### src/source/int_pkg.sv
// Shared widths, bundles, enums and fixed 6502 addresses, imported by every unit of the design
`default_nettype none

package int_pkg;

	////////////////////
	// Widths
	////////////////////

	// CPU address bus
	typedef logic [15:0] addr_t;
	// Data bus and 8-bit registers
	typedef logic [7:0] byte_t;

	////////////////////
	// Bundles
	////////////////////

	// Register set between engine and sequencer
	typedef struct packed {
		addr_t pc;
		byte_t status;
		byte_t sp;
	} cpu_regs_t;

	// One memory access, we high for a write
	typedef struct packed {
		addr_t addr;
		byte_t wdata;
		logic  we;
	} bus_req_t;

	////////////////////
	// Enums
	////////////////////

	// Winning interrupt source
	typedef enum logic [2:0] {
		cause_none,
		cause_reset,
		cause_nmi,
		cause_brk,
		cause_irq
	} int_cause_e;

	// Sequencer states
	typedef enum logic [3:0] {
		idle,
		handle_1,
		handle_2,
		handle_3,
		handle_4,
		return_1,
		return_2,
		return_3,
		return_4,
		finish
	} seq_state_e;

	// Vector low bytes, high byte sits at addr + 1
	localparam addr_t vec_nmi   = 16'hFFFA;
	localparam addr_t vec_reset = 16'hFFFC;
	localparam addr_t vec_irq   = 16'hFFFE;

	// Pages backed by RAM
	localparam byte_t stack_page = 8'h01;
	localparam byte_t vec_page   = 8'hFF;

	// Status register bits
	localparam int flag_i = 2;
	localparam int flag_b = 4;
	localparam int flag_r = 5;

endpackage

`default_nettype wire

### src/source/int_sources.sv
// Pending interrupt latches and priority encoder, feeds the winning cause to the sequencer
`timescale 1ns/1ns
`default_nettype none

module int_sources
	import int_pkg::*;
(
	input  wire        clk,
	input  wire        rst,
	input  wire        soft_reset_n,
	input  wire byte_t ppu_status,
	input  wire byte_t ppu_ctrl1,
	input  wire        brk,
	input  wire        irq_n,
	input  wire        status_i,
	input  wire        vec_fetch,
	input  wire int_cause_e fetch_cause,
	output int_cause_e cause
);

	// Pending flags
	logic reset_pend;
	logic nmi_pend;
	logic irq_pend;

	// Vertical blank only counts with NMI enabled in PPU control
	logic vblank_nmi;

	// Per-source clear from the vector fetch strobe
	logic clr_reset;
	logic clr_nmi;
	logic clr_irq;

	assign vblank_nmi = ppu_status[7] & ppu_ctrl1[7];

	assign clr_reset = vec_fetch && (fetch_cause == cause_reset);
	assign clr_nmi   = vec_fetch && (fetch_cause == cause_nmi);
	assign clr_irq   = vec_fetch && (fetch_cause == cause_irq);

	////////////////////
	// Latches
	////////////////////

	always_ff @(posedge clk or negedge rst) begin
		if (!rst) begin
			reset_pend <= 1'b0;
			nmi_pend   <= 1'b0;
			irq_pend   <= 1'b0;
		end else begin
			// Clear beats set in the same cycle
			if (clr_reset) begin
				reset_pend <= 1'b0;
			end else if (!soft_reset_n) begin
				reset_pend <= 1'b1;
			end

			if (clr_nmi) begin
				nmi_pend <= 1'b0;
			end else if (vblank_nmi) begin
				nmi_pend <= 1'b1;
			end

			// IRQ line is active low
			if (clr_irq) begin
				irq_pend <= 1'b0;
			end else if (!irq_n) begin
				irq_pend <= 1'b1;
			end
		end
	end

	////////////////////
	// Priority
	////////////////////

	// Reset, then NMI, then BRK, then IRQ under the I mask
	always_comb begin
		cause = cause_none;
		if (reset_pend) begin
			cause = cause_reset;
		end else if (nmi_pend) begin
			cause = cause_nmi;
		end else if (brk) begin
			// BRK ignores I
			cause = cause_brk;
		end else if (irq_pend && !status_i) begin
			cause = cause_irq;
		end
	end

endmodule

`default_nettype wire

### src/source/int_sequencer.sv
// Interrupt entry and RTI state machine, drives the bus while busy and hands back next registers
`timescale 1ns/1ns
`default_nettype none

module int_sequencer
	import int_pkg::*;
(
	input  wire             clk,
	input  wire             rst,
	input  wire             start,
	input  wire             is_rti,
	input  wire             halt,
	input  wire cpu_regs_t  regs_in,
	input  wire int_cause_e cause,
	input  wire byte_t      rdata,
	output cpu_regs_t       regs_out,
	output bus_req_t        seq_req,
	output logic            vec_fetch,
	output int_cause_e      fetch_cause,
	output logic            busy,
	output logic            done,
	output logic            ie_dis
);

	seq_state_e state;

	// Cause and registers frozen at start
	int_cause_e cause_q;
	cpu_regs_t  regs_q;

	// Vector low byte, waits for the high byte
	byte_t vec_lo_q;

	// High on the first cycle of a state, rdata then belongs to the previous request
	logic  adv_q;
	byte_t rd_hold;
	byte_t rd_cur;

	// Derived values
	addr_t vec_addr;
	byte_t push_status;
	byte_t entry_status;
	byte_t pop_status;

	assign busy        = (state != idle);
	assign done        = (state == finish) && !halt;
	assign vec_fetch   = (state == handle_1) && !halt;
	assign fetch_cause = cause_q;

	////////////////////
	// Read data recovery
	////////////////////

	// A halted state keeps presenting its own address, so the earlier read is kept here
	always_ff @(posedge clk or negedge rst) begin
		if (!rst) begin
			adv_q <= 1'b0;
		end else begin
			adv_q <= !halt;
		end
	end

	always_ff @(posedge clk) begin
		if (adv_q) begin
			rd_hold <= rdata;
		end
	end

	assign rd_cur = adv_q ? rdata : rd_hold;

	////////////////////
	// Vector and status values
	////////////////////

	// Vector picked from the live cause at start
	always_comb begin
		case (cause)
			cause_reset: vec_addr = vec_reset;
			cause_nmi:   vec_addr = vec_nmi;
			default:     vec_addr = vec_irq;
		endcase
	end

	always_comb begin
		push_status  = regs_q.status;
		entry_status = regs_q.status;
		// R always pushed as one, I set on entry
		push_status[flag_r]  = 1'b1;
		entry_status[flag_i] = 1'b1;
		if (cause_q == cause_brk) begin
			push_status[flag_b] = 1'b1;
		end else begin
			// Hardware interrupts push B clear
			push_status[flag_b]  = 1'b0;
			entry_status[flag_r] = 1'b0;
			entry_status[flag_b] = 1'b0;
		end
	end

	// Popped status loses R and B
	always_comb begin
		pop_status         = rd_cur;
		pop_status[flag_r] = 1'b0;
		pop_status[flag_b] = 1'b0;
	end

	// Payload captures
	always_ff @(posedge clk) begin
		if (!halt && state == idle && start) begin
			regs_q <= regs_in;
		end
		if (!halt && state == handle_2) begin
			vec_lo_q <= rd_cur;
		end
	end

	////////////////////
	// State machine
	////////////////////

	always_ff @(posedge clk or negedge rst) begin
		if (!rst) begin
			state    <= idle;
			cause_q  <= cause_none;
			regs_out <= '0;
			seq_req  <= '0;
			ie_dis   <= 1'b0;
		end else if (!halt) begin
			case (state)
				idle: begin
					seq_req.we <= 1'b0;
					if (start) begin
						// Default result is the unchanged register set
						regs_out <= regs_in;
						cause_q  <= cause;
						state    <= finish;
						if (ie_dis) begin
							// Inside a handler only RTI does anything
							if (is_rti) begin
								seq_req.addr <= {stack_page, byte_t'(regs_in.sp + 8'd1)};
								state        <= return_1;
							end
						end else if (cause != cause_none) begin
							seq_req.addr <= vec_addr;
							state        <= handle_1;
						end
					end
				end

				// Vector high byte address
				handle_1: begin
					seq_req.addr <= seq_req.addr + 16'd1;
					state        <= handle_2;
				end

				// Push PCH at sp
				handle_2: begin
					seq_req.addr  <= {stack_page, regs_q.sp};
					seq_req.wdata <= regs_q.pc[15:8];
					seq_req.we    <= 1'b1;
					state         <= handle_3;
				end

				// Vector complete, push PCL
				handle_3: begin
					regs_out.pc   <= {rd_cur, vec_lo_q};
					seq_req.addr  <= {stack_page, byte_t'(regs_q.sp - 8'd1)};
					seq_req.wdata <= regs_q.pc[7:0];
					ie_dis        <= 1'b1;
					state         <= handle_4;
				end

				// Push status, three bytes used
				handle_4: begin
					seq_req.addr    <= {stack_page, byte_t'(regs_q.sp - 8'd2)};
					seq_req.wdata   <= push_status;
					regs_out.status <= entry_status;
					regs_out.sp     <= byte_t'(regs_q.sp - 8'd3);
					state           <= finish;
				end

				return_1: begin
					seq_req.addr <= {stack_page, byte_t'(regs_q.sp + 8'd2)};
					state        <= return_2;
				end

				// Status arrives
				return_2: begin
					regs_out.status <= pop_status;
					regs_out.sp     <= byte_t'(regs_q.sp + 8'd3);
					seq_req.addr    <= {stack_page, byte_t'(regs_q.sp + 8'd3)};
					ie_dis          <= 1'b0;
					state           <= return_3;
				end

				return_3: begin
					regs_out.pc[7:0] <= rd_cur;
					state            <= return_4;
				end

				return_4: begin
					regs_out.pc[15:8] <= rd_cur;
					state             <= finish;
				end

				// Last stack write lands here, bus released after
				finish: begin
					seq_req.we <= 1'b0;
					state      <= idle;
				end

				default: begin
					state <= idle;
				end
			endcase
		end
	end

endmodule

`default_nettype wire

### src/source/cpu_bus_memory.sv
// Stack page and vector page RAM shared by the engine port and the sequencer, registered read
`timescale 1ns/1ns
`default_nettype none

module cpu_bus_memory
	import int_pkg::*;
(
	input  wire           clk,
	input  wire           rst,
	input  wire           busy,
	input  wire bus_req_t ext_req,
	input  wire bus_req_t seq_req,
	output byte_t         rdata
);

	////////////////////
	// Storage
	////////////////////

	// Page 0x01
	byte_t stack_mem [0:255];
	// Page 0xFF
	byte_t vec_mem [0:255];

	// Active request
	bus_req_t req;
	byte_t    page;
	byte_t    offset;

	// Sequencer owns the bus while busy
	assign req    = busy ? seq_req : ext_req;
	assign page   = req.addr[15:8];
	assign offset = req.addr[7:0];

	////////////////////
	// Write port
	////////////////////

	// Writes outside the two pages are dropped
	always_ff @(posedge clk) begin
		if (req.we) begin
			if (page == stack_page) begin
				stack_mem[offset] <= req.wdata;
			end else if (page == vec_page) begin
				vec_mem[offset] <= req.wdata;
			end
		end
	end

	////////////////////
	// Read port
	////////////////////

	// Data one cycle after the address, old contents on a same-cycle write
	always_ff @(posedge clk or negedge rst) begin
		if (!rst) begin
			rdata <= '0;
		end else if (page == stack_page) begin
			rdata <= stack_mem[offset];
		end else if (page == vec_page) begin
			rdata <= vec_mem[offset];
		end else begin
			// Unbacked pages read zero
			rdata <= '0;
		end
	end

endmodule

`default_nettype wire

### src/source/int_unit_top.sv
// Interrupt unit top level, ties sources, sequencer and bus memory to the engine-side ports
`timescale 1ns/1ns
`default_nettype none

module int_unit_top
	import int_pkg::*;
(
	input  wire            clk,
	input  wire            rst,
	// Engine control
	input  wire            start,
	input  wire            is_rti,
	input  wire            halt,
	input  wire cpu_regs_t regs_in,
	output wire cpu_regs_t regs_out,
	output wire            done,
	output wire            busy,
	output wire            ie_dis,
	// Interrupt sources
	input  wire            soft_reset_n,
	input  wire byte_t     ppu_status,
	input  wire byte_t     ppu_ctrl1,
	input  wire            brk,
	input  wire            irq_n,
	// Engine memory port
	input  wire bus_req_t  ext_req,
	output wire byte_t     rdata
);

	// Between sources and sequencer
	wire int_cause_e cause;
	wire int_cause_e fetch_cause;
	wire             vec_fetch;

	// Sequencer side of the bus
	wire bus_req_t seq_req;

	////////////////////
	// Units
	////////////////////

	// I mask taken straight from the engine status
	int_sources u_sources (
		.clk          (clk),
		.rst          (rst),
		.soft_reset_n (soft_reset_n),
		.ppu_status   (ppu_status),
		.ppu_ctrl1    (ppu_ctrl1),
		.brk          (brk),
		.irq_n        (irq_n),
		.status_i     (regs_in.status[flag_i]),
		.vec_fetch    (vec_fetch),
		.fetch_cause  (fetch_cause),
		.cause        (cause)
	);

	int_sequencer u_sequencer (
		.clk         (clk),
		.rst         (rst),
		.start       (start),
		.is_rti      (is_rti),
		.halt        (halt),
		.regs_in     (regs_in),
		.cause       (cause),
		.rdata       (rdata),
		.regs_out    (regs_out),
		.seq_req     (seq_req),
		.vec_fetch   (vec_fetch),
		.fetch_cause (fetch_cause),
		.busy        (busy),
		.done        (done),
		.ie_dis      (ie_dis)
	);

	// Same read data goes to the engine and the sequencer
	cpu_bus_memory u_memory (
		.clk     (clk),
		.rst     (rst),
		.busy    (busy),
		.ext_req (ext_req),
		.seq_req (seq_req),
		.rdata   (rdata)
	);

endmodule

`default_nettype wire

### config.mk
export PLATFORM = sky130hd
export DESIGN_NAME = int_unit_top
export DESIGN_NICKNAME = d
export VERILOG_FILES = /design/src/source/int_pkg.sv /design/src/source/int_sources.sv /design/src/source/int_sequencer.sv /design/src/source/cpu_bus_memory.sv /design/src/source/int_unit_top.sv
export SDC_FILE = /design/constraint.sdc
export NUM_CORES = 2
export LEC_CHECK = 0
export BUFFER_PORTS_ARGS = -buffer_cell sky130_fd_sc_hd__buf_2
export CELL_PAD_IN_SITES_DETAIL_PLACEMENT = 0
export CELL_PAD_IN_SITES_GLOBAL_PLACEMENT = 1
export CORE_MARGIN = 8
export CORE_UTILIZATION = 25
export CTS_BUF_LIST = sky130_fd_sc_hd__clkbuf_4 sky130_fd_sc_hd__clkbuf_8 sky130_fd_sc_hd__clkbuf_16
export CTS_CLUSTER_DIAMETER = 80
export DETAILED_ROUTE_END_ITERATION = 10
export PLACE_DENSITY_LB_ADDON = 0.12
export RECOVER_POWER = 50
export SLEW_MARGIN = 10
export SYNTH_ARGS = -nofsm -noshare
export SYNTH_HDL_FRONTEND = slang
export SYNTH_SLANG_ARGS = --single-unit
### constraint.sdc
create_clock -name clk -period 8.75 [get_ports clk]
set_input_delay 1.75 -clock clk [delete_from_list [all_inputs] [get_ports clk]]
set_output_delay 1.75 -clock clk [all_outputs]
set_load 0.005 [all_outputs]
==> summary.txt <==
Finish
  – Layout cells sized above 1: between 10% and 20%
  – Nets: roughly 14000
  – # fillers: just over 70000
  – Most frequent cells in the layout: 4136 x edfxtp_1, 2230 x nand2_1, 1238 x a21oi_1
  – Area Growth Syn to Fin: 16.53%
  – Most common cell after layout, fill and taps aside: edfxtp_1
  – Final Cell Area: 209500 um2

Job
  – Max-cap violations: 30

Yosys
  – Syn Area/Cell: 13.24 um2
  – EDFF count, synth: approximately 4100
  – Synthesis Warnings: 0
  – Mapped Nets: 13670
  – Sequential area share after synthesis: 70.25%
  – Predominant post-synthesis flop cell: edfxtp_1
  – Synthesized area: around 180000 um2
  – Largest cells by area after synthesis: edfxtp_1 69%, mux2i_1 5.1%, nand2_1 4.7%
  – Distinct cell type count after synthesis: 71
  – Cell taking the most area after synthesis: edfxtp_1
  – FFs w/ async S/R, synth: 1.824%
  – Synth top area share: roughly 69%
  – Yosys reg bits: 4221
  – Post-Synthesis Cells: ~14000

Placement
  – Port bufs: about 110
  – Dpl hpwl: around 440000 um
  – Area after DPL: approximately 190000 um2
  – Placer Congestion: ~0.78

Clock network
  – H-Tree Depth: 6
  – CTS tree: yes
  – Hold_buf cts: 0
  – Setup bufs post-CTS: 0
  – Clock root cell: clkbuf_16
  – Clock Path Buffers: 4
  – Sink Count: 4221
  – Total CTS buffers: between 500 and 600
  – Clock latency on the worst-skew pair: around 1100 ps
  – Clock transition at the registers of the reported paths: 60 ps
  – Cts repair resizes: 0

Timing
  – Achievable frequency: between 100 and 150 MHz
  – Setup TNS: 0 ps
  – Final period util: about nine tenths
  – Final Max Tran Viols: around 1600
  – Fin. Hold Viols: 0
  – RSZ-0062 raised after global routing: no
  – Clock Skew: 47.72 ps
  – Relative slew slack: -145.8%
  – Setup-failing EPs final: 0
  – Slew at the pin with the worst max-slew slack: approximately 3700 ps
  – Min Tclk post-route: roughly 7700 ps

GRT
  – Overall Global Routing Usage: a little under a fifth
  – First-pass GRT wire length: between 900000 and 1000000 um
  – Routing usage on met2: between 30% and 40%
  – Largest net degree at the start of global routing: around 140
  – Met1 Use GR: a little over a quarter
  – Busiest grt layer: met2
  – Vias in the first global route: 113472
  – Initial antenna violation count: 70
  – Remaining global-route overflow: 0
  – GR Util met3: 2.325%

Power and ir drop
  – Leak: about 69 nW
  – Net Sw Frac: between 40% and 50%
  – Register share of total power: approximately a third
  – Combinational power share: just under 40%
  – Worst vdd ir: 0.3481 mV
  – Psw: ~33 mW
  – Clk network pwr share: between 20% and 30%
  – Internal power: roughly 46 mW
  – Pwr Density: about 380 nW/um2

Setup path
  – Crit path required time: roughly 9600 ps
  – Critical Path AT: about 8600 ps
  – Critical path endpoint category: flip-flop
  – CP Max Fanout: between 40 and 50
  – Crit Path Category: reg -> reg
  – R2R Setup Slk: between 1000 and 1500 ps
  – Worst setup SP type: flip-flop

Die
  – Total die area: 746400 um2
  – Site row count: around 310
  – Initial Util: between 20% and 30%
  – Top-level port count: around 120
  – Height of the die: 864.0 um
  – Die Width: ~860 um
  – CORE AREA: 716800 um2

Outcome
  – Failing checks: capacitance limit, slew limit
  – Status: complete, but fails checks

Route
  – Wirelength per Cell: ~31 um
  – DRC: 0
  – Routed Antenna Nets: 0
  – Drt first pass iters: 6
  – Iteration-0 DRC Markers: 10072
  – Via density: 4.911
  – WL final: between 700000 and 800000 um
  – DR vias: around 120k

Hold path
  – Worst hold path type: reg -> reg
-- routing by layer --
layer	vias to the layer above	wire length [um]
met2	2969	336800
li1	51314	-
met1	60879	338500
met4	8	17310
met5	-	52
met3	780	32390
-- path summary, 6_finish.rpt --
path,startpoint,end,cells past startpoint
setup / recovery,u_sequencer.state[1]$_DFFE_PN0P_,u_memory.rdata[7]$_DFF_PN0_,10
hold / removal,u_sequencer.regs_out[0]$_DFFE_PN0P_,u_sequencer.regs_out[0]$_DFFE_PN0P_,2
setup reg to reg,u_sequencer.state[1]$_DFFE_PN0P_,u_memory.rdata[7]$_DFF_PN0_,10
hold reg to reg,u_sequencer.regs_out[0]$_DFFE_PN0P_,u_sequencer.regs_out[0]$_DFFE_PN0P_,2
max in group asynchronous,rst,u_sequencer.seq_req[9]$_DFFE_PN0P_,2
min in group asynchronous,rst,u_sequencer.seq_req[16]$_DFFE_PN0P_,1
-- power groups by stage --
stage	Sequential [mW]	Clock [mW]	Combinational, mW
2_1_floorplan	28.7	0	14.9
3_3_place_gp	27.4	0	31.4
3_5_place_dp	27.5	0	31.4
4_1_cts	27.0	21.9	31.5
5_1_grt	27.3	22.5	32.4
6_report	27.3	21.3	30.7
-- critical path, stage by stage (launching register included) --
cell       delay, ps
dfrtp_1          350
clkbuf_1        1250
o41a_2           710
a21o_4           540
buf_4            660
a211oi_1         160
o21ai_0          330
nand4_1          360
a221oi_1        1270
o2111ai_1        580
o41ai_2         1150
-- Yosys cell counts, drive strengths merged, types with 165 or more instances --
master	number
clkbuf	637
a211oi	326
o22ai	209
o211ai	433
o21ai	165
a21oi	1239
nand3	314
buf	371
nand2b	850
mux2i	920
nor2	607
inv	175
nand2	2268
edfxtp	4136
-- kinds of logic after synthesis --
logic type / after synthesis / synth area share, %
and+or+nand+nor: 4217 / 10.45
adders and majority gates: 10 / 0.07378
muxes: 983 / 5.817
xor gates and xnor gates: 33 / 0.1608
AOI/OAI and AO/OA: 2931 / 10.48
DFF: 4221 / 70.25
buffers and inverters: 1184 / 2.765
-- area by class of cell --
cell class | count | area, um2 | area share [%]
Clock inverter | 262 | 2034 | 0.9712
Clock buffer | 667 | 14580 | 6.962
Multi-Input combinational cell | 8174 | 49320 | 23.54
Timing Repair Buffer | 543 | 4582 | 2.187
Antenna cell | 23 | 57.56 | 0.02748
Tap cell | 9546 | 11940 | 5.702
Inverter | 176 | 668.1 | 0.3190
Sequential cell | 4221 | 126300 | 60.29
-- state kept, by name, indices dropped and copies added (netlist names) --
| register | cells |
|---|---|
| u_sequencer.regs_q | 26 |
| u_sequencer.rd_hold | 8 |
| u_sources.nmi_pend | 1 |
| u_memory.vec_mem | 2048 |
| u_sources.reset_pend | 1 |
| u_sequencer.seq_req | 25 |
| u_sequencer.regs_out | 32 |
| u_sequencer.state | 4 |
| u_sequencer.vec_lo_q | 8 |
| u_memory.rdata | 8 |
| u_sequencer.ie_dis | 1 |
| u_sequencer.fetch_cause | 3 |
| u_memory.stack_mem | 2048 |
| u_sequencer.push_status | 1 |
| u_sources.irq_pend | 1 |
| u_sequencer.adv_q | 1 |
| u_sequencer.entry_status | 5 |
-- through the flow --
| stage | setup WS [ps] | hold slack [ps] | cells | total power [mW] | util (%) |
|---|---|---|---|---|---|
| after floorplan | 2354 | 441.2 | 13579 | 43.66 | - |
| after global placement | 1515 | 459.2 | 22660 | 58.89 | 26.94 |
| after detailed placement | 1586 | 466.7 | 22660 | 58.90 | 26.94 |
| after CTS | 1875 | 480.8 | 23589 | 80.40 | 29.26 |
| after global routing | 957.3 | 508.2 | 23596 | 82.17 | 29.22 |
| final | 1026 | 478.8 | 23612 | 79.23 | 29.23 |
(Power assumes the default switching activity.)
